### src/design/isa_pkg.sv
package isa_pkg;

  ////////////////////////////////////////
  // Word and field widths
  ////////////////////////////////////////
  localparam int INSTR_W  = 32;  // MIPS instruction word
  localparam int PC_MAX_W = 16;  // Widest PC the out port can carry
  localparam int OPC_W    = 6;   // Major opcode, bits 31:26
  localparam int TGT_W    = 26;  // J-type target field

  // Major opcodes seen by fetch
  // Only OP_J and OP_HALT change the PC flow, the rest run sequential
  typedef enum logic [OPC_W-1:0] {
    OP_SPECIAL = 6'h00,  // R-type group
    OP_J       = 6'h02,  // Jump to target
    OP_BEQ     = 6'h04,  // No branch resolve here
    OP_ADDI    = 6'h08,
    OP_LW      = 6'h23,
    OP_SW      = 6'h2b,
    OP_HALT    = 6'h3f   // Reserved code, stops fetch
  } opcode_e;

  // J-type view of an instruction word
  typedef struct packed {
    opcode_e            opcode;  // Bits 31:26
    logic [TGT_W-1:0]   target;  // Word target, bits 25:0
  } j_instr_t;

  ////////////////////////////////////////
  // Instruction out payload
  ////////////////////////////////////////
  typedef struct packed {
    logic [INSTR_W-1:0]  instr;  // Fetched word
    logic [PC_MAX_W-1:0] pc;     // Word address, upper bits zero
  } instr_out_t;

endpackage

### src/design/mem_pkg.sv
package mem_pkg;

  import isa_pkg::*;  // INSTR_W for the data fields

  ////////////////////////////////////////
  // Memory side widths
  ////////////////////////////////////////
  localparam int MEM_AW = 16;  // Address field, low ADDR_W bits used

  // Host load payload
  typedef struct packed {
    logic [MEM_AW-1:0]  addr;  // Word address
    logic [INSTR_W-1:0] data;  // Word to store
  } load_word_t;

  // Single RAM port, driven by the loader
  typedef struct packed {
    logic               en;     // Port enable
    logic               we;     // Write when set, else read
    logic [MEM_AW-1:0]  addr;
    logic [INSTR_W-1:0] wdata;
  } mem_req_t;

  // Read request from fetch
  typedef struct packed {
    logic              en;
    logic [MEM_AW-1:0] addr;
  } rd_req_t;

  ////////////////////////////////////////
  // Loader FSM
  ////////////////////////////////////////
  typedef enum logic [2:0] {
    LD_IDLE      = 3'd0,  // Port belongs to fetch
    LD_WRITE     = 3'd1,  // Host word goes to RAM
    LD_ACK       = 3'd2,  // Load ack high, wait req low
    LD_CLEAR     = 3'd3,  // Sweep running
    LD_CLEAR_ACK = 3'd4   // Clear ack high, wait req low
  } ld_state_e;

endpackage

### src/design/fetch_unit.sv
`timescale 1ns/1ns

module fetch_unit import isa_pkg::*, mem_pkg::*; #(
  parameter int ADDR_W = 8  // PC width
) (
  input  logic               i_clk,
  input  logic               rsta,
  input  logic               i_run,
  output rd_req_t            o_rd,
  input  logic [INSTR_W-1:0] i_rdata,
  input  logic               i_rvalid,
  output instr_out_t         o_instr,
  output logic               o_instr_req,
  input  logic               i_instr_ack,
  output logic               o_halted
);

  typedef enum logic [2:0] {
    F_IDLE    = 3'd0,  // Stopped or halted
    F_ISSUE   = 3'd1,  // Read request on the port
    F_WAIT    = 3'd2,  // Wait for read valid
    F_PRESENT = 3'd3,  // Req high, wait ack
    F_ACK_LOW = 3'd4   // Req low, wait ack to fall
  } fetch_state_e;

  fetch_state_e      state;
  logic [ADDR_W-1:0] pc;
  logic [ADDR_W-1:0] pc_nx;
  j_instr_t          word;     // Held word, J-type view
  logic              is_halt;

  assign word    = j_instr_t'(o_instr.instr);
  assign is_halt = (word.opcode == OP_HALT);

  ////////////////////////////////////////
  // Next-PC rule
  ////////////////////////////////////////
  always_comb begin
    if (word.opcode == OP_J) begin
      pc_nx = word.target[ADDR_W-1:0];  // Low bits of the word target
    end else begin
      pc_nx = pc + 1'b1;  // Wraps at the top
    end
  end

  ////////////////////////////////////////
  // Fetch FSM
  ////////////////////////////////////////
  always_ff @(posedge i_clk) begin
    if (rsta) begin
      state    <= F_IDLE;
      pc       <= '0;
      o_halted <= 1'b0;
    end else begin
      case (state)
        F_IDLE: begin
          if (!i_run) begin
            pc       <= '0;    // Restart from word 0
            o_halted <= 1'b0;  // Halt clears with run
          end else if (!o_halted) begin
            state <= F_ISSUE;
          end
        end
        F_ISSUE: state <= F_WAIT;  // One read only
        F_WAIT: begin
          if (i_rvalid) begin
            state <= F_PRESENT;
          end
        end
        F_PRESENT: begin
          if (i_instr_ack) begin
            state <= F_ACK_LOW;  // Req drops here
          end
        end
        F_ACK_LOW: begin
          if (!i_instr_ack) begin
            pc <= pc_nx;
            if (is_halt) begin
              o_halted <= 1'b1;  // Halt word is out
              state    <= F_IDLE;
            end else if (!i_run) begin
              state <= F_IDLE;
            end else begin
              state <= F_ISSUE;
            end
          end
        end
        default: state <= F_IDLE;
      endcase
    end
  end

  // Payload capture, held for the whole handshake
  always_ff @(posedge i_clk) begin
    if (state == F_WAIT && i_rvalid) begin
      o_instr.instr <= i_rdata;
      o_instr.pc    <= PC_MAX_W'(pc);  // Zero padded
    end
  end

  assign o_rd.en     = (state == F_ISSUE);
  assign o_rd.addr   = MEM_AW'(pc);
  assign o_instr_req = (state == F_PRESENT);

  a_instr_stable: assert property (@(posedge i_clk) disable iff (rsta)
    o_instr_req |=> (!o_instr_req || $stable(o_instr)))
    else $error("o_instr changed while req high");

  // Memory latency and the loader mux keep a single read in flight
  a_one_in_flight: assert property (@(posedge i_clk) disable iff (rsta)
    i_rvalid |-> (state == F_WAIT))
    else $error("read valid outside wait state");

endmodule

### config.mk
export PLATFORM = sky130hd
export DESIGN_NAME = fetch_unit
export DESIGN_NICKNAME = d
export VERILOG_FILES = /design/src/design/isa_pkg.sv /design/src/design/mem_pkg.sv /design/src/design/fetch_unit.sv
export SDC_FILE = /design/constraint.sdc
export NUM_CORES = 1
export LEC_CHECK = 0
export CAP_MARGIN = 10
export CORE_ASPECT_RATIO = 1.75
export CORE_MARGIN = 4
export CORE_UTILIZATION = 60
export CTS_BUF_LIST = sky130_fd_sc_hd__clkbuf_2 sky130_fd_sc_hd__clkbuf_4 sky130_fd_sc_hd__clkbuf_8
export DETAILED_ROUTE_END_ITERATION = 12
export DONT_BUFFER_PORTS = 1
export PLACE_DENSITY_LB_ADDON = 0.08
export SLEW_MARGIN = 20
export SYNTH_ARGS = -nofsm -noshare
export SYNTH_HDL_FRONTEND = slang
export SYNTH_SLANG_ARGS = --single-unit
### constraint.sdc
create_clock -name i_clk -period 4.6 [get_ports i_clk]
set_input_delay 0.69 -clock i_clk [delete_from_list [all_inputs] [get_ports i_clk]]
set_output_delay 0.69 -clock i_clk [all_outputs]
set_load 0.01 [all_outputs]
* Word-level counts from Yosys, hierarchy flattened
Cells that the tools add are included.
** Storage, ports and cells
- Bits in registers :: 52
- Input bits :: 37
- Output and inout port bits :: 67
- Logic and storage cells :: 41
** Operators by class
- Add/sub/neg operators :: 1
- Equality and inequality tests :: 13
- Muxes and demuxes :: 16
- Reductions and logical operators :: 6
** Operators with widths (count)
- 8-bit two-way mux :: 3
- 8-bit case mux with 2 select lines :: 1
- 3-bit two-way mux :: 5
- 3-bit case mux with 5 select lines :: 1
- 2-bit inequality test (second input constant) :: 6
- 8-bit by 1-bit adder with 8-bit output (second input constant) :: 1
- 3-bit by 2-bit == test with 1-bit output (second input constant) :: 2
- 6-bit by 2-bit == test with 1-bit output (second input constant) :: 1
- 6-bit == test (second input constant) :: 1
- 1-bit two-way mux :: 5
- 5-bit AND reduction :: 1
- 4-bit AND reduction :: 1
- 3-bit by 1-bit == test with 1-bit output (second input constant) :: 1
- 3-bit == test (second input constant) :: 1
- 3-bit logical NOT :: 1
- 3-bit AND reduction :: 1
- 2-bit by 1-bit inequality test with 1-bit output (second input constant) :: 1
- 1-bit case mux with 2 select lines :: 1
- 2-bit nonzero test :: 1
- 1-bit logical AND :: 1

* Depth between registers and ports, before layout
- Depth after elaboration :: 4
- Depth in mapped cells :: 5
- Depth with buffers taken out :: 5

* Worst setup path after synthesis
Ideal clock, no wire load.
- Path type :: input to register
- Start point :: input i_rvalid
- End point :: register o_instr[0] in the netlist's numbering (enable)
- Setup time :: 0.487 ns
- Arrival :: 3.487 ns
- Data required time :: 4.113 ns
- Path slack :: 0.626 ns
- Stages :: 2
- Buffers on the path :: 0
- Cell sequence :: nand2b_1 nor3_1
** On the way
- Word-level cells in the longest chain between the ends :: 1
** Ends and longest elaborated chain
- from (decl) :: line fetch_unit.sv:11 : input logic i_rvalid,
- 1-bit logical AND :: line fetch_unit.sv:95 : if (state == F_WAIT && i_rvalid) begin
- to (decl) :: line fetch_unit.sv:12 : output instr_out_t o_instr,
No other way between the ends.
A chain may end at the register's enable or synchronous reset.

* Worst setup path in the final report
- Start point :: register o_instr, in the netlist word[31]
- End point :: register pc[5]
** On the way
- Word-level cells in the longest chain between the ends :: 4
** Ends and longest elaborated chain
- 6-bit by 2-bit == test with 1-bit output :: line fetch_unit.sv:39 : if (word.opcode == OP_J) begin
- 8-bit two-way mux :: line fetch_unit.sv:39
- 8-bit two-way mux :: line fetch_unit.sv:76 : if (!i_instr_ack) begin
- 8-bit case mux with 2 select lines :: line fetch_unit.sv:55 : case (state)
- to (signal assigned) :: line fetch_unit.sv:77 : pc <= pc_nx;
- to (decl) :: line fetch_unit.sv:27 : logic [ADDR_W-1:0] pc;
No other way between the ends. The select of a mux whose other input is x is not followed.

==> impl_metrics.json <==
{
  "synth_flop_cell": "edfxtp_1",
  "syn_area_mm2": 0.00214,
  "dpl.hpwl_mm": 3.02,
  "ys_warn_count": 0,
  "ys_seq_area_share_pct": 67.4,
  "fill_cells": 270,
  "reg2reg_to": "pc[5]",
  "synth_cells": 159,
  "pwr_density_cell_mw_per_mm2": 490,
  "drive_above_1_share_pct": 9.94,
  "seq_power_share_pct": 58.3,
  "drt-vias-per-instance": 5.99,
  "syn_area_per_cell_um2": 13.4,
  "slew_violations": 0,
  "power.leakage_uw": 0.000726,
  "worst_skew_pair.late_latency_ns": 0.30,
  "synth_top_area_cell": "edfxtp_1",
  "p_clk_share_pct": 27.3,
  "cts_buffer_depth": 2,
  "critPathKind": "reg -> reg",
  "tightest_slew_ns": 0.987,
  "grt_max_degree": 41,
  "clkTransAtPathRegs_ns": 0.09,
  "netlist_top_cells_count": "edfxtp_1, buf_4, dfxtp_1",
  "drt-initial-drc-count": 27,
  "grt_setup_unrepaired": "no",
  "ctsResizeCount": 0,
  "hold_class": "in -> reg",
  "track_usage_pct": 18.0,
  "switchingPower_uw": 303,
  "stdcell_area_mm2": 0.00223,
  "hold_start": "rsta",
  "yosysMostFrequentCell": "edfxtp_1",
  "grt.overflow.total": 0,
  "worstPathMaxFanout": 12,
  "p_comb_share_pct": 14.4,
  "dp_cells": 198,
  "crit_buf_inv": 0,
  "timing.final.crit_period_ns": 2.19,
  "ff2ff_path_depth": 4,
  "cts_hold_buf": 0,
  "p_total_uw": 1090,
  "crit_chain": "nor4b_2 -> and2_1 -> a32oi_1 -> a31oi_1",
  "die_h_um": 87.0,
  "cpPeakStageDelay_ns": 0.90,
  "status": "finished, final reports clean",
  "reg2reg_slack_ns": 2.41,
  "cts.sinks": 52,
  "p_sw_share_pct": 27.7,
  "cts_buffers": 5,
  "cap_violations": 0,
  "dr_total_vias": 1234,
  "hold_end": "state[0]",
  "crit_family": "simple AND/OR/NAND/NOR gates",
  "internal-power_uw": 791,
  "ys_types": 41,
  "grt_pass1_vias": 1201,
  "finClkSkew_ns": 0.00800,
  "placed_area_mm2": 0.00212,
  "firstDrtPassIters": 4,
  "wire_per_inst_um": 19.2,
  "hold_path_depth": 1,
  "gp_congestion": 0.756,
  "maxSlewHeadroom_pct": 34.0,
  "reg2reg_from": "word[31]",
  "synth_edf_count": 40,
  "syn2layout_area_growth_pct": 4.27,
  "wl_mm": 3.95,
  "die_x_um": 53.1,
  "critPathSlowestCell": "nor4b_2",
  "pin_count": 104,
  "finalHoldViolCount": 0,
  "timing.final.setup_violations": 0,
  "ctsHtreeMaxLevel": 2,
  "ant_nets": 0,
  "die_area_mm2": 0.00462,
  "initial_core_util_pct": 62.9,
  "synth_top_area_share_pct": 56.2,
  "yosys-top-cells-area": "edfxtp_1, dfxtp_1, buf_4",
  "cts-root-buf": "clkbuf_8",
  "tns_ns": 0,
  "holdWs_ns": 0.443,
  "required_ns": 4.84,
  "clock.fmax_mhz": 456,
  "end_kind": "flip-flop",
  "antenna_found_initial": 0,
  "portBuffers": 0,
  "crit_arrival_ns": 2.43,
  "drc": 0,
  "final_cells": 206,
  "cp-start-kind": "flip-flop",
  "grt_pass1_wl_mm": 5.88,
  "irDropWorstVdd_mv": 0.355,
  "cts_tree": "done",
  "synthArstFlopShare_pct": 0,
  "diodes": 0,
  "ys_ff_latch": 52,
  "fin_crit_sh_pct": 47.6,
  "core_area_mm2": 0.00340,
  "post_cts_buffers": 0,
  "row_count": 28,
  "nets": 198
}
[per-layer routing]
metal | share of wire [%] | wire length (um) | track usage, % | up-vias
li1 | - | - | - | 564
met1 | 30 | 1180 | 17.4 | 588
met2 | 57 | 2250 | 30.8 | 72
met3 | 10 | 409 | 8.75 | 10
met4 | 2.7 | 106 | 9.07 | 0
met5 | 0 | 0 | 0 | -
[flip-flops by register name (all words and copies together), names as in the netlist]
name	flops
word	32
o_instr	8
pc	8
state	3
o_halted	1
[cells in the final DEF (no fill, tap or decap), types with 2 or more instances in the layout]
cell / n
nand3_1: 2
o32ai_1: 4
o21a_1: 2
edfxtp_1: 40
and2_1: 3
nor2_1: 7
inv_1: 2
and3_1: 4
nor2b_1: 2
o2bb2ai_1: 2
a211oi_1: 2
clkbuf_8: 5
a21oi_1: 11
a22oi_1: 2
nand2b_1: 3
o21ai_1: 3
nand2_1: 10
conb_1: 16
dfxtp_1: 12
nand3b_1: 2
a32oi_1: 2
or3_1: 2
nor4_1: 2
a31oi_1: 2
[kinds of logic after synthesis]
family	count (synthesis)	share of synthesized area, %
other cells	1	0.175
simple gates	43	12.2
flops	52	67.4
buf+inv	25	7.31
fa+ha+maj	1	0.585
compound gates	37	12.3
[worst max path at each step]
stage	startpoint	to	cells after the start
2_1_floorplan	i_rvalid	o_instr[0]	2
3_3_place_gp	word[31]	pc[5]	4
3_5_place_dp	word[31]	pc[5]	4
4_1_cts	word[31]	pc[5]	4
5_1_grt	word[31]	pc[7]	4
6_report	word[31]	pc[5]	4
[power by group through the flow]
stage	Combinational [uW]	Clock (uW)	Sequential, uW
2_1_floorplan	155	0	626
3_5_place_dp	157	0	650
6_report	158	298	638
5_1_grt	178	326	647
3_3_place_gp	150	0	648
4_1_cts	158	306	639
[per-stage QoR]
step | util [%] | worst slack [ns]
after floorplan | - | 0.626
after global placement | 62.3 | 2.48
after detailed placement | 62.3 | 2.44
after CTS | 65.6 | 2.41
after global routing | 65.6 | 2.24
final | 65.6 | 2.41
[worst reg2reg max path, stage by stage, from the launching register on]
cell      delay [ns]
edfxtp_1        0.48
nor4b_2         0.90
and2_1          0.41
a32oi_1         0.15
a31oi_1         0.18
[layout make-up]
type,instances,area (um2),share of cell area (%)
flip-flops and latches,52,1440,64.6
multi-input cells,97,602,27.0
clock buffers,5,68.8,3.09
well taps,45,56.3,2.53
clock inverters,3,42.5,1.91
inverters,3,11.3,0.505
repair buffers,1,7.51,0.337
Power figures use the tool's default switching activity.
