===== config.mk =====
export PLATFORM = sky130hd
export DESIGN_NAME = program_loader
export DESIGN_NICKNAME = d
export VERILOG_FILES = /design/src/design/isa_pkg.sv /design/src/design/mem_pkg.sv /design/src/design/program_loader.sv
export SDC_FILE = /design/constraint.sdc
export NUM_CORES = 1
export LEC_CHECK = 0
export ABC_AREA = 1
export BUFFER_PORTS_ARGS = -buffer_cell sky130_fd_sc_hd__buf_2
export CAP_MARGIN = 20
export CORE_MARGIN = 8
export CORE_UTILIZATION = 24
export DETAILED_ROUTE_END_ITERATION = 10
export MAX_ROUTING_LAYER = met4
export PLACE_DENSITY = 0.88
export SYNTH_ARGS = -nofsm -noshare
export SYNTH_HDL_FRONTEND = slang
export SYNTH_SLANG_ARGS = --single-unit

===== constraint.sdc =====
create_clock -name i_clk -period 1 [get_ports i_clk]
set_input_delay 0 -clock i_clk [delete_from_list [all_inputs] [get_ports i_clk]]
set_output_delay 0 -clock i_clk [all_outputs]
set_load 0.02 [all_outputs]

===== src/design/isa_pkg.sv =====
package isa_pkg;

  ////////////////////////////////////////
  // Word and field widths
  ////////////////////////////////////////
  localparam int INSTR_W  = 32;  // MIPS instruction word
  localparam int PC_MAX_W = 16;  // Widest PC the out port can carry
  localparam int OPC_W    = 6;   // Major opcode, bits 31:26
  localparam int TGT_W    = 26;  // J-type target field

  // Major opcodes seen by fetch
  // Only OP_J and OP_HALT change the PC flow, the rest run sequential
  typedef enum logic [OPC_W-1:0] {
    OP_SPECIAL = 6'h00,  // R-type group
    OP_J       = 6'h02,  // Jump to target
    OP_BEQ     = 6'h04,  // No branch resolve here
    OP_ADDI    = 6'h08,
    OP_LW      = 6'h23,
    OP_SW      = 6'h2b,
    OP_HALT    = 6'h3f   // Reserved code, stops fetch
  } opcode_e;

  // J-type view of an instruction word
  typedef struct packed {
    opcode_e            opcode;  // Bits 31:26
    logic [TGT_W-1:0]   target;  // Word target, bits 25:0
  } j_instr_t;

  ////////////////////////////////////////
  // Instruction out payload
  ////////////////////////////////////////
  typedef struct packed {
    logic [INSTR_W-1:0]  instr;  // Fetched word
    logic [PC_MAX_W-1:0] pc;     // Word address, upper bits zero
  } instr_out_t;

endpackage


===== src/design/mem_pkg.sv =====
package mem_pkg;

  import isa_pkg::*;  // INSTR_W for the data fields

  ////////////////////////////////////////
  // Memory side widths
  ////////////////////////////////////////
  localparam int MEM_AW = 16;  // Address field, low ADDR_W bits used

  // Host load payload
  typedef struct packed {
    logic [MEM_AW-1:0]  addr;  // Word address
    logic [INSTR_W-1:0] data;  // Word to store
  } load_word_t;

  // Single RAM port, driven by the loader
  typedef struct packed {
    logic               en;     // Port enable
    logic               we;     // Write when set, else read
    logic [MEM_AW-1:0]  addr;
    logic [INSTR_W-1:0] wdata;
  } mem_req_t;

  // Read request from fetch
  typedef struct packed {
    logic              en;
    logic [MEM_AW-1:0] addr;
  } rd_req_t;

  ////////////////////////////////////////
  // Loader FSM
  ////////////////////////////////////////
  typedef enum logic [2:0] {
    LD_IDLE      = 3'd0,  // Port belongs to fetch
    LD_WRITE     = 3'd1,  // Host word goes to RAM
    LD_ACK       = 3'd2,  // Load ack high, wait req low
    LD_CLEAR     = 3'd3,  // Sweep running
    LD_CLEAR_ACK = 3'd4   // Clear ack high, wait req low
  } ld_state_e;

endpackage


===== src/design/program_loader.sv =====
`timescale 1ns/1ns

module program_loader import mem_pkg::*; #(
  parameter int ADDR_W = 8  // Used address bits
) (
  input  logic       i_clk,
  input  logic       rsta,
  input  logic       i_run,
  input  logic       i_load_req,
  input  load_word_t i_load,
  output logic       o_load_ack,
  input  logic       i_clear_req,
  output logic       o_clear_ack,
  input  rd_req_t    i_rd,
  output mem_req_t   o_mem,
  output logic       o_clear,
  input  logic       i_clear_done
);

  ld_state_e state;
  ld_state_e state_nx;

  ////////////////////////////////////////
  // Handshake FSM
  ////////////////////////////////////////
  always_ff @(posedge i_clk) begin
    if (rsta) begin
      state <= LD_IDLE;
    end else begin
      state <= state_nx;
    end
  end

  always_comb begin
    state_nx = state;
    case (state)
      LD_IDLE: begin
        // Host requests only while fetch is stopped
        if (!i_run) begin
          if (i_load_req) begin
            state_nx = LD_WRITE;  // Load wins a tie
          end else if (i_clear_req) begin
            state_nx = LD_CLEAR;
          end
        end
      end
      LD_WRITE: state_nx = LD_ACK;  // Write lands this edge
      LD_ACK: begin
        if (!i_load_req) begin
          state_nx = LD_IDLE;  // Ack drops with the state
        end
      end
      LD_CLEAR: begin
        if (i_clear_done) begin
          state_nx = LD_CLEAR_ACK;
        end
      end
      LD_CLEAR_ACK: begin
        if (!i_clear_req) begin
          state_nx = LD_IDLE;
        end
      end
      default: state_nx = LD_IDLE;
    endcase
  end

  ////////////////////////////////////////
  // Memory port mux
  ////////////////////////////////////////
  always_comb begin
    o_mem = '0;
    case (state)
      LD_IDLE: begin
        o_mem.en   = i_rd.en;  // Fetch read passes through
        o_mem.addr = MEM_AW'(i_rd.addr[ADDR_W-1:0]);
      end
      LD_WRITE: begin
        o_mem.en    = 1'b1;
        o_mem.we    = 1'b1;
        o_mem.addr  = MEM_AW'(i_load.addr[ADDR_W-1:0]);
        o_mem.wdata = i_load.data;  // Host holds it until ack
      end
      default: o_mem = '0;  // Port quiet during ack and sweep
    endcase
  end

  assign o_load_ack  = (state == LD_ACK);
  assign o_clear_ack = (state == LD_CLEAR_ACK);
  assign o_clear     = (state == LD_CLEAR);  // Memory sweeps while high

  // An ack only answers a live req
  a_load_ack_req: assert property (@(posedge i_clk) disable iff (rsta)
    $rose(o_load_ack) |-> i_load_req)
    else $error("load ack without req");

  a_clear_ack_req: assert property (@(posedge i_clk) disable iff (rsta)
    $rose(o_clear_ack) |-> i_clear_req)
    else $error("clear ack without req");

  // Fetch keeps the port while running
  a_no_accept_in_run: assert property (@(posedge i_clk) disable iff (rsta)
    i_run |-> (state == LD_IDLE))
    else $error("host request accepted while running");

endmodule


## Word level (Yosys, flattened, before mapping)

Cells that the tools add are included.

| storage, ports and cells | value |
|---|---|
| bits in registers | 3 |
| input port bits | 71 |
| output and inout bits | 53 |
| word-level logic and storage cells | 23 |

| operators by class | value |
|---|---|
| equal/unequal tests | 9 |
| muxes and demuxes | 11 |
| reduce and logical (&&, ||, !) cells | 2 |

Operators with widths:

| kind | count |
|---|---|
| 32-bit 2-to-1 mux | 1 |
| 3-bit 2-to-1 mux | 6 |
| 8-bit case mux with 2 select lines | 1 |
| 3-bit case mux with 5 select lines | 1 |
| 3-bit by 2-bit equality test with 1-bit output, second input constant | 2 |
| 2-bit inequality test, second input constant | 3 |
| 5-bit AND reduction | 1 |
| 3-bit by 1-bit equality test with 1-bit output, second input constant | 1 |
| 3-bit equality test, second input constant | 1 |
| 3-bit zero test | 1 |
| 3-bit inequality test, second input constant | 1 |
| 2-bit by 1-bit inequality test with 1-bit output, second input constant | 1 |
| 1-bit case mux with 2 select lines | 1 |
| 1-bit 2-to-1 mux | 1 |

## Depth between registers and ports, before layout

Gate-level depths: netlist of run 1.

| logic depth | value |
|---|---|
| depth in word-level cells | 4 |
| gate-level depth with buffers | 8 |
| depth with buffers taken out | 7 |

## Worst setup path after synthesis of run 1

Ideal clock, no wire load.

| timing | value |
|---|---|
| path kind | register -> output |
| from | reg state[1] |
| to | out o_mem[10] in the netlist's numbering |
| data arrival time | 1.278 ns |
| required time | 1.000 ns |
| setup slack | -0.278 ns |
| stages on the path, launching flop included | 8 |
| buffers on the path | 2 |
| path through | dfxtp_1 -> buf_6 -> nor2_4 -> inv_2 -> nor2_8 -> inv_4 -> buf_6 -> nor2_1 |

RTL lines:

| item | RTL line | RTL |
|---|---|---|
| from (decl) | program_loader.sv:20 | `ld_state_e state;` |
| from (signal assigned) | program_loader.sv:30 | `state <= state_nx;` |
| to (decl) | program_loader.sv:15 | `output mem_req_t o_mem,` |

==> metrics.md, run 1 <==
| Metric | Value |
|---|---|
| Most instantiated library cell after synthesis | `nor2_1` |
| Fin nets | `between 300 and 400` |
| Startpoint Class | `flip-flop` |
| Async S/R FF share, synth | `0%` |
| # IOs | `approximately 120` |
| Busiest layer in global routing | `met2` |
| Fin. Hold Viols | `0` |
| Synth warn | `0` |
| Final worst-path setup slack | `-0.346 ns` |
| Site Rows | `19` |
| Vias in the first global route | `around 1400` |
| Main combinational cell family by area after synthesis | `simple AND/OR/NAND/NOR gates` |
| Pin count of the biggest net entering global routing | `10` |
| WL final | `4290 um` |
| Leak pwr | `1.08 nW` |
| Post-synthesis sequential area ratio | `~8.8%` |
| Root Driver | `clkbuf_4` |
| DR vias | `1230` |
| Clock sink count | `3` |
| Period utilization | `135%` |
| Synth Area in Compound Gates | `11.7%` |
| Design area | `0.00196 mm2` |
| Post-synthesis cell count | `131` |
| Share of layout cells above drive strength 1 | `between 70% and 80%` |
| Biggest regs | `state (3)` |
| Multi-input gate area | `between 600 and 700 um2` |
| Failing checks | `negative setup slack` |
| Final HPWL DP | `3040 um` |
| Synth Area per Inst | `around 5.2 um2` |
| PwrDens | `~2900 mW/mm2` |
| Buffers on Ports | `99` |
| Post-Syn Area | `just under 700 um2` |
| Met1 usage | `15.8%` |
| Post-Synth Simple-Gate Area | `41.3%` |
| # diodes | `0` |
| Setup Viol. Count Final | `47` |
| HP Class | `in -> reg` |
| Die Ht | `between 60 and 70 um` |
| Netlist cell types | `19` |
| Remaining Overflow, GRT | `0` |
| EDFF count, synth | `0` |
| Clk Latency, worst-skew pair | `0.23 ns` |
| CTS max path bufs | `2` |
| Max Fclk | `roughly 740 MHz` |
| Placed Area | `around 0.0015 mm2` |
| First-pass GRT wire length | `~7000 um` |
| Prevailing post-synth register cell | `dfxtp_1` |
| Global routing usage on met2 | `approximately a third` |
| Initial antenna violation count | `0` |
| Die Area | `roughly 0.0048 mm2` |
| Fraction of synthesized area in multiplexers | `0%` |
| Post-synthesis xor/xnor area fraction | `0%` |
| First-pass iteration count of the detailed router | `4` |
| Area share of fa/ha/maj cells after synthesis | `0%` |
| Remaining DRCs | `0` |
| RSZ-0062 raised after global routing | `yes` |
| CTS tree | `done` |
| Area leader, netlist | `nor2_1` |
| Critical path arrival | `between 1 and 1.5 ns` |
| Peak VDD IR | `around 2.2 mV` |
| Yosys top cell area share | `25.2%` |
| Core Region | `~0.0027 mm2` |
| Flop and latch count out of synthesis | `3` |
| Filler instances | `188` |
| Avg WL per Cell | `roughly 15 um` |
| CP Capture Type | `output port` |
| Synth top cells by count | `46 x nor2_1, 36 x inv_1, 8 x a22o_1, 8 x buf_4, 8 x nand2_1` |
| Seq. cell area | `around 66 um2` |
| Final slew viol count | `0` |
| Hold Slack | `roughly 0.16 ns` |
| Initial drt markers | `16` |
| GRT Resource Usage Total | `approximately 18%` |
| CTS HTree Levels | `1` |
| Crit Path Category | `reg -> out` |
| Min cycle time layout | `roughly 1.3 ns` |
| Largest cells by area after synthesis | `nor2_1 25%, inv_1 20%, a22o_1 10%` |
| CP Data Required Time | `1.00 ns` |
| Area growth, synth to finish | `187%` |
| Max reg flops | `3` |
| Setup TNS | `-13.19 ns` |
| Routability Congestion | `roughly 0.87` |
| CTS buffer count | `3` |
| Skew final | `~0.0052 ns` |
| M3 GR Usage | `5.01%` |
| Die W | `approximately 69 um` |
| Top reg by flops | `state` |
| Vias per inst | `~4.4` |
| Highest net fanout along the worst path | `6` |
| # Max-Cap Violations | `0` |
| Initial Utilization | `roughly a quarter` |
| Post-route ant nets | `0` |
| Clock edge transition at the registers on the reported setup and hold paths | `0.04 ns` |
| Status | `finished with violations` |
[layout make-up]
| class | instances | area share [%] |
|---|---|---|
| clock buffers | 4 | 1.34 |
| multi-input cells | 83 | 35.1 |
| inverters | 40 | 8.16 |
| well taps | 31 | 1.98 |
| flip-flops and latches | 3 | 3.38 |
| repair buffers | 118 | 50.1 |
[worst paths after layout]
check | start | end | slack (ns) | depth (start not counted)
worst max-delay path | state[1]$_SDFFE_PP0P_ | o_mem[29] | -0.35 | 7
worst min-delay path | i_clear_done | state[0]$_SDFFE_PP0P_ | 0.16 | 5
worst max register to register | state[2]$_SDFFE_PP0P_ | state[2]$_SDFFE_PP0P_ | -0.20 | 8
worst min register to register | state[1]$_SDFFE_PP0P_ | state[1]$_SDFFE_PP0P_ | 0.62 | 3
[layer usage]
| metal | wire (um) | vias to the layer above |
|---|---|---|
| met4 | 47 | 0 |
| met2 | 2470 | 69 |
| met5 | 0 | - |
| met1 | 1430 | 558 |
| li1 | - | 599 |
| met3 | 350 | 4 |
[kinds of logic (layout without fill, tap and decap cells)]
| logic type | Yosys count | after routing |
|---|---|---|
| AND/OR/NAND/NOR | 65 | 65 |
| buffers and inverters | 52 | 162 |
| flip-flops | 3 | 3 |
| other | 1 | 8 |
| AO/OA/AOI/OAI | 10 | 10 |
[worst max-delay path, cell delays in order (launching register included)]
cell	delay, ns
dfxtp_4	0.35
nor2_4	0.09
inv_2	0.07
nor2_8	0.13
inv_8	0.07
buf_16	0.15
nor2_4	0.11
buf_6	0.13
[cells in the final DEF (no fill, tap or decap), types with 3 or more instances in the layout]
cell	instances
buf_2	56
buf_6	42
nor2_4	35
inv_1	34
buf_4	14
nor2_1	12
a22o_1	8
conb_1	8
nand2_1	6
inv_2	4
nand3_2	4
nand2_2	3
clkbuf_4	3
buf_12	3
[timing repair]
action                                 4_1_cts  5_1_grt
hold buffers                                 1        0
gates cloned                                 2        0
pin swaps                                   14       11
buffers inserted                             4        0
endpoints found under the hold margin        1        0
setup endpoints to repair                   48       48
resized for setup                          103        9
[per-stage QoR]
step	utilization [%]	total power, mW	cells	setup WS [ns]
finish	71.8	5.63	279	-0.346
global route	71.8	5.96	279	-0.395
CTS	70.5	5.43	279	-0.356
detailed placement	54.7	3.99	268	-0.186
global placement	54.7	3.90	268	-0.154
floorplan	-	2.82	138	-0.181
[report_power, final]
group / total [mW] / internal, mW / switching (mW)
registers: 0.280 / 0.203 / 0.0765
logic: 5.13 / 2.36 / 2.77
clock network: 0.212 / 0.149 / 0.0627
total: 5.63 / 2.71 / 2.91
Note: power is estimated with default switching activity, not from simulation.
==> run 2, diff against run 1 <==
- CORE_MARGIN: 8 -> default
- MAX_ROUTING_LAYER: met4 -> default
==> metrics.md, run 2 (synthesis results as in run 1) <==
| Metric | Value |
|---|---|
| Post-route ant nets | `0 (unchanged)` |
| Clock edge transition at the registers on the reported setup and hold paths | `0.04 ns (about the same)` |
| Startpoint Class | `flip-flop` |
| GRT Resource Usage Total | `21.7% (+4.1 points)` |
| Root Driver | `clkbuf_4` |
| # diodes | `0 (unchanged)` |
| Clock sink count | `3 (unchanged)` |
| Remaining Overflow, GRT | `0 (unchanged)` |
| Peak VDD IR | `2.11 mV (-3.2%)` |
| Biggest regs | `state (3)` |
| Min cycle time layout | `1.31 ns (-0.0351 ns)` |
| FF-to-FF setup slack | `-0.15 ns (+0.05 ns)` |
| Filler instances | `204 (+8.5%)` |
| Site Rows | `19 (unchanged)` |
| Initial antenna violation count | `0 (unchanged)` |
| Commonest non-fill, non-tap cells in the layout | `54 x buf_2, 46 x buf_6, 34 x nor2_4, 34 x inv_1, 14 x buf_4` |
| Final HPWL DP | `2100 um (-31%)` |
| R2r endpoint | `state[2]$_SDFFE_PP0P_` |
| Highest net fanout along the worst path | `7 (+1)` |
| Core Region | `0.00273 mm2 (unchanged)` |
| Die W | `55.4 um (-20%)` |
| Clk Latency, worst-skew pair | `0.25 ns (+0.02 ns)` |
| Initial drt markers | `30 (+14)` |
| RSZ-0062 raised after global routing | `yes` |
| Top reg by flops | `state` |
| Crit Path Category | `reg -> out` |
| HP Class | `in -> reg` |
| Initial Utilization | `25.0% (unchanged)` |
| Placed Area | `0.00149 mm2 (-0.33%)` |
| Buffers on Ports | `99 (unchanged)` |
| CP Data Required Time | `1.00 ns (about the same)` |
| Vias per inst | `4.33 (-1.8%)` |
| Final Power | `5.53 mW (-1.6%)` |
| Fin. Hold Viols | `0 (unchanged)` |
| CP Capture Type | `output port` |
| Final cell count without fillers | `280 (+0.36%)` |
| PwrDens | `2830 mW/mm2 (-1.3%)` |
| Area growth, synth to finish | `186%` |
| Final slew viol count | `0 (unchanged)` |
| Vias in the first global route | `1211 (-15%)` |
| Avg WL per Cell | `12.1 um (-21%)` |
| DR vias | `1212 (-1.5%)` |
| # Max-Cap Violations | `0 (unchanged)` |
| WL final | `3390 um (-21%)` |
| Max Fclk | `763 MHz (+2.7%)` |
| CTS HTree Levels | `1 (unchanged)` |
| Critical path arrival | `1.31 ns (-0.04 ns)` |
| Source of the worst hold timing path | `i_clear_done` |
| Routability Congestion | `0.843 (-3.5%)` |
| CTS tree | `done` |
| WHS Endpoint | `state[0]$_SDFFE_PP0P_` |
| CTS max path bufs | `2 (unchanged)` |
| Reg2reg start | `state[2]$_SDFFE_PP0P_` |
| Most common cell after layout, fill and taps aside | `buf_2` |
| Period utilization | `131% (-3.5 points)` |
| Die Area | `0.00307 mm2 (-36%)` |
| Leak pwr | `1.09 nW (+0.68%)` |
| Pin count of the biggest net entering global routing | `10 (unchanged)` |
| Setup Viol. Count Final | `48 (+2.1%)` |
| Setup TNS | `-12.44 ns (+0.753 ns)` |
| First-pass iteration count of the detailed router | `4 (unchanged)` |
| WHS Path Cells | `5 (unchanged)` |
| Share of layout cells above drive strength 1 | `69.1% (-1.5 points)` |
| Worst Reg-to-Reg Cells | `8 (unchanged)` |
| Status | `finished with violations` |
| Design area | `0.00196 mm2 (-0.38%)` |
| # IOs | `124 (unchanged)` |
| Skew final | `0.00634 ns (+0.00111 ns)` |
| Failing checks | `negative setup slack` |
| CTS buffer count | `3 (unchanged)` |
| Fin nets | `321 (+0.31%)` |
| Max reg flops | `3 (unchanged)` |
| First-pass GRT wire length | `5270 um (-23%)` |
| Final worst-path setup slack | `-0.310 ns (+0.0351 ns)` |
| Placed cells | `269 (+0.37%)` |
| Remaining DRCs | `0 (unchanged)` |
| Die Ht | `55.4 um (-20%)` |
-- run 2: cell count changes in the layout (fill, tap and decap cells not counted), sizes merged --
cell | previous run | this run
buf | 117 | 118
-- run 2: per-stage QoR --
stage	hold slack [ns]	util (%)	worst slack, ns
after CTS	0.120	70.4	-0.323
after floorplan	0.0691	-	-0.181
after global routing	0.143	71.5	-0.360
final	0.121	71.5	-0.310
after detailed placement	0.184	54.6	-0.134
after global placement	0.181	54.6	-0.105
-- run 2: worst max-delay path by stage --
stage,start,end,cells past startpoint
final,state[2]$_SDFFE_PP0P_,o_mem[24],7
after detailed placement,state[1]$_SDFFE_PP0P_,state[2]$_SDFFE_PP0P_,8
after global placement,state[1]$_SDFFE_PP0P_,state[1]$_SDFFE_PP0P_,8
after CTS,state[2]$_SDFFE_PP0P_,o_mem[24],7
after global routing,state[2]$_SDFFE_PP0P_,o_mem[16],7
after floorplan,state[1]$_SDFFE_PP0P_,o_mem[10],7
-- run 2: where the power goes --
group | internal, mW | leakage (nW) | switching, mW | total (mW)
Clock | 0.151 | 0.0150 | 0.0792 | 0.230
Sequential | 0.202 | 0.0261 | 0.0648 | 0.267
Combinational | 2.37 | 1.05 | 2.67 | 5.04
Total | 2.72 | 1.09 | 2.81 | 5.53
-- run 2: area by class of cell --
cell class	instances	area (um2)	share of cell area, %
repair buffers	119	998	51.1
multi-input cells	83	663	33.9
inverters	40	163	8.32
flip-flops and latches	3	66.3	3.39
well taps	31	38.8	1.98
clock buffers	4	26.3	1.34
-- run 2: per-layer routing --
| layer | part of all wire, % | up-vias | track usage (%) | wire length (um) |
|---|---|---|---|---|
| li1 | - | 597 | - | - |
| met3 | 6.0 | 16 | 3.75 | 203 |
| met4 | 4.9 | 0 | 11.1 | 167 |
| met1 | 31 | 529 | 20.2 | 1060 |
| met5 | 0 | - | 0 | 0 |
| met2 | 58 | 70 | 43.9 | 1970 |
-- run 2: timing repair --
item,in CTS,in global routing
buffers inserted,3,1
hold buffers,1,0
gates resized for setup,108,6
hold endpoints to repair,1,0
endpoints found under the setup margin,48,48
pin swaps,8,6
gates cloned,2,0
-- run 2: critical path, stage by stage (launching register included) --
cell and delay [ns]:
dfxtp_2 0.32, nor2_4 0.11, inv_2 0.07, nor2_8 0.12, inv_8 0.07, buf_12 0.15, nor2_4 0.09, buf_6 0.13
==> run 3, diff against run 2 <==
- BUFFER_PORTS_ARGS: -buffer_cell sky130_fd_sc_hd__buf_2 -> -buffer_cell sky130_fd_sc_hd__buf_4
==> metrics.md, run 3 (synthesis results as in run 1) <==
| Metric | Value |
|---|---|
| First-pass GRT wire length | `5870 um (+11%)` |
| CTS tree | `done` |
| WHS Path Cells | `5 (unchanged)` |
| Buffers on Ports | `99 (unchanged)` |
| Source of the worst hold timing path | `i_clear_done` |
| Final HPWL DP | `2430 um (+16%)` |
| M3 GR Usage | `4.92% (+1.2 points)` |
| Vias in the first global route | `1247 (+3.0%)` |
| Setup Viol. Count Final | `48 (unchanged)` |
| Pin count of the biggest net entering global routing | `10 (unchanged)` |
| Highest net fanout along the worst path | `7 (unchanged)` |
| Met1 usage | `22.7% (+2.4 points)` |
| # diodes | `0 (unchanged)` |
| Placed Area | `0.00173 mm2 (+16%)` |
| Critical path launch point | `state[2]$_SDFFE_PP0P_` |
| Peak VDD IR | `2.03 mV (-3.4%)` |
| Leak pwr | `1.11 nW (+1.7%)` |
| Seq. cell area | `66.3 um2 (unchanged)` |
| Status | `finished with violations` |
| Clock sink count | `3 (unchanged)` |
| Initial Utilization | `25.0% (unchanged)` |
| # Max-Cap Violations | `0 (unchanged)` |
| Filler instances | `200 (-2.0%)` |
| Multi-input gate area | `657 um2 (-0.94%)` |
| Most common cell after layout, fill and taps aside | `buf_4` |
| CP Data Required Time | `1.00 ns (about the same)` |
| Avg WL per Cell | `13.1 um (+8.3%)` |
| Initial drt markers | `46 (+53%)` |
| Startpoint Class | `flip-flop` |
| Sequential power share | `5.0% (+0.2 points)` |
| Failing checks | `negative setup slack` |
| CTS HTree Levels | `1 (unchanged)` |
| # IOs | `124 (unchanged)` |
| Design area | `0.00204 mm2 (+4.4%)` |
| Biggest regs | `state (3)` |
| HP Class | `in -> reg` |
| WL final | `3650 um (+7.5%)` |
| Remaining DRCs | `0 (unchanged)` |
| Switching Share | `50.9% (+0.17 points)` |
| Initial antenna violation count | `0 (unchanged)` |
| Clk Latency, worst-skew pair | `0.25 ns (about the same)` |
| Critical path arrival | `1.33 ns (+0.02 ns)` |
| Max reg flops | `3 (unchanged)` |
| Area growth, synth to finish | `198%` |
| Final slew viol count | `0 (unchanged)` |
| Clock edge transition at the registers on the reported setup and hold paths | `0.04 ns (about the same)` |
| Reg2reg start | `state[2]$_SDFFE_PP0P_` |
| CTS max path bufs | `2 (unchanged)` |
| Final worst-path setup slack | `-0.333 ns (-0.0229 ns)` |
| Worst Reg-to-Reg Cells | `8 (unchanged)` |
| Core Region | `0.00273 mm2 (unchanged)` |
| Clock Power Share | `4.2% (about the same)` |
| Share of layout cells above drive strength 1 | `69.2% (+0.15 points)` |
| Die Area | `0.00307 mm2 (unchanged)` |
| PwrDens | `2680 mW/mm2 (-5.2%)` |
| CP Capture Type | `output port` |
| Routability Congestion | `0.717 (-15%)` |
| Post-route ant nets | `0 (unchanged)` |
| Skew final | `0.00688 ns (+0.000540 ns)` |
| Root Driver | `clkbuf_4` |
| Fin nets | `319 (-0.62%)` |
| Psw | `2.79 mW (-0.65%)` |
| Crit Path Category | `reg -> out` |
| FF-to-FF setup slack | `-0.15 ns (about the same)` |
| First-pass iteration count of the detailed router | `4 (unchanged)` |
| Die Ht | `55.4 um (unchanged)` |
| Global routing usage on met2 | `51.3% (+7.4 points)` |
| Die W | `55.4 um (unchanged)` |
| GRT Resource Usage Total | `24.8% (+3.1 points)` |
| Max Fclk | `750 MHz (-1.7%)` |
| Placed cells | `268 (-0.37%)` |
| Period utilization | `133% (+2.3 points)` |
| Final cell count without fillers | `278 (-0.71%)` |
| Pint | `2.69 mW (-1.3%)` |
| Commonest non-fill, non-tap cells in the layout | `74 x buf_4, 38 x buf_6, 34 x inv_1` |
| Fin. Hold Viols | `0 (unchanged)` |
| R2r endpoint | `state[1]$_SDFFE_PP0P_` |
| RSZ-0062 raised after global routing | `yes` |
| DR vias | `1235 (+1.9%)` |
| Final Power | `5.48 mW (-0.98%)` |
| Min cycle time layout | `1.33 ns (+0.0229 ns)` |
| Site Rows | `19 (unchanged)` |
| WHS Endpoint | `state[0]$_SDFFE_PP0P_` |
| CTS buffer count | `3 (unchanged)` |
| Combinational share of power | `90.8% (-0.2 points)` |
| Top reg by flops | `state` |
| Remaining Overflow, GRT | `0 (unchanged)` |
| Vias per inst | `4.44 (+2.6%)` |
| Busiest layer in global routing | `met2` |
[run 3: area by class of cell]
class	count	area share [%]
timing repair buffer	117	53.3
tap	31	1.90
sequential	3	3.25
multi-input combinational	83	32.2
inverter	40	8.09
clock buffer	4	1.29
[run 3: metrics by stage]
step / setup TNS (ns) / hold WS (ns) / worst slack [ns] / util, %
floorplan: -6.57 / 0.0691 / -0.181 / -
global placement: -2.62 / 0.170 / -0.137 / 63.3
detailed placement: -3.43 / 0.170 / -0.173 / 63.3
CTS: -12.75 / 0.128 / -0.314 / 74.6
global route: -16.00 / 0.172 / -0.392 / 74.7
finish: -13.24 / 0.133 / -0.333 / 74.7
[run 3: power by group through the flow]
stage | logic [mW] | registers, mW | clock network, mW
after CTS | 4.93 | 0.263 | 0.233
after global routing | 5.26 | 0.280 | 0.250
final | 4.98 | 0.273 | 0.228
after floorplan | 2.57 | 0.251 | 0
after global placement | 3.97 | 0.256 | 0
after detailed placement | 4.05 | 0.261 | 0
[run 3: metal layers]
metal / share of wire [%] / wire (um) / up-vias
met5: 0 / 0 / -
met4: 1.9 / 70 / 0
met3: 5.6 / 205 / 8
met2: 60 / 2200 / 60
met1: 32 / 1170 / 573
li1: - / - / 594
[run 3: worst max-delay path, stage by stage (launching register included)]
cell and delay [ns]:
dfxtp_4 0.34, nor2_4 0.09, inv_2 0.07, nor2_8 0.13, inv_8 0.07, buf_12 0.15
nor2_2 0.09, buf_4 0.15
[run 3: worst max path at each step]
| stage | end | slack (ns) | depth (start not counted) |
|---|---|---|---|
| 6_report | o_mem[31] | -0.33 | 7 |
| 3_5_place_dp | state[2]$_SDFFE_PP0P_ | -0.17 | 8 |
| 3_3_place_gp | state[2]$_SDFFE_PP0P_ | -0.14 | 8 |
| 2_1_floorplan | o_mem[10] | -0.18 | 7 |
| 5_1_grt | o_mem[31] | -0.39 | 7 |
| 4_1_cts | o_mem[30] | -0.31 | 7 |
[run 3: what timing repair did]
item,in CTS,in global routing
pin swaps,3,2
setup buffers,3,0
hold buffers,1,0
cloned,2,0
setup endpoints to repair,48,48
endpoints found under the hold margin,2,0
resized for setup,60,1
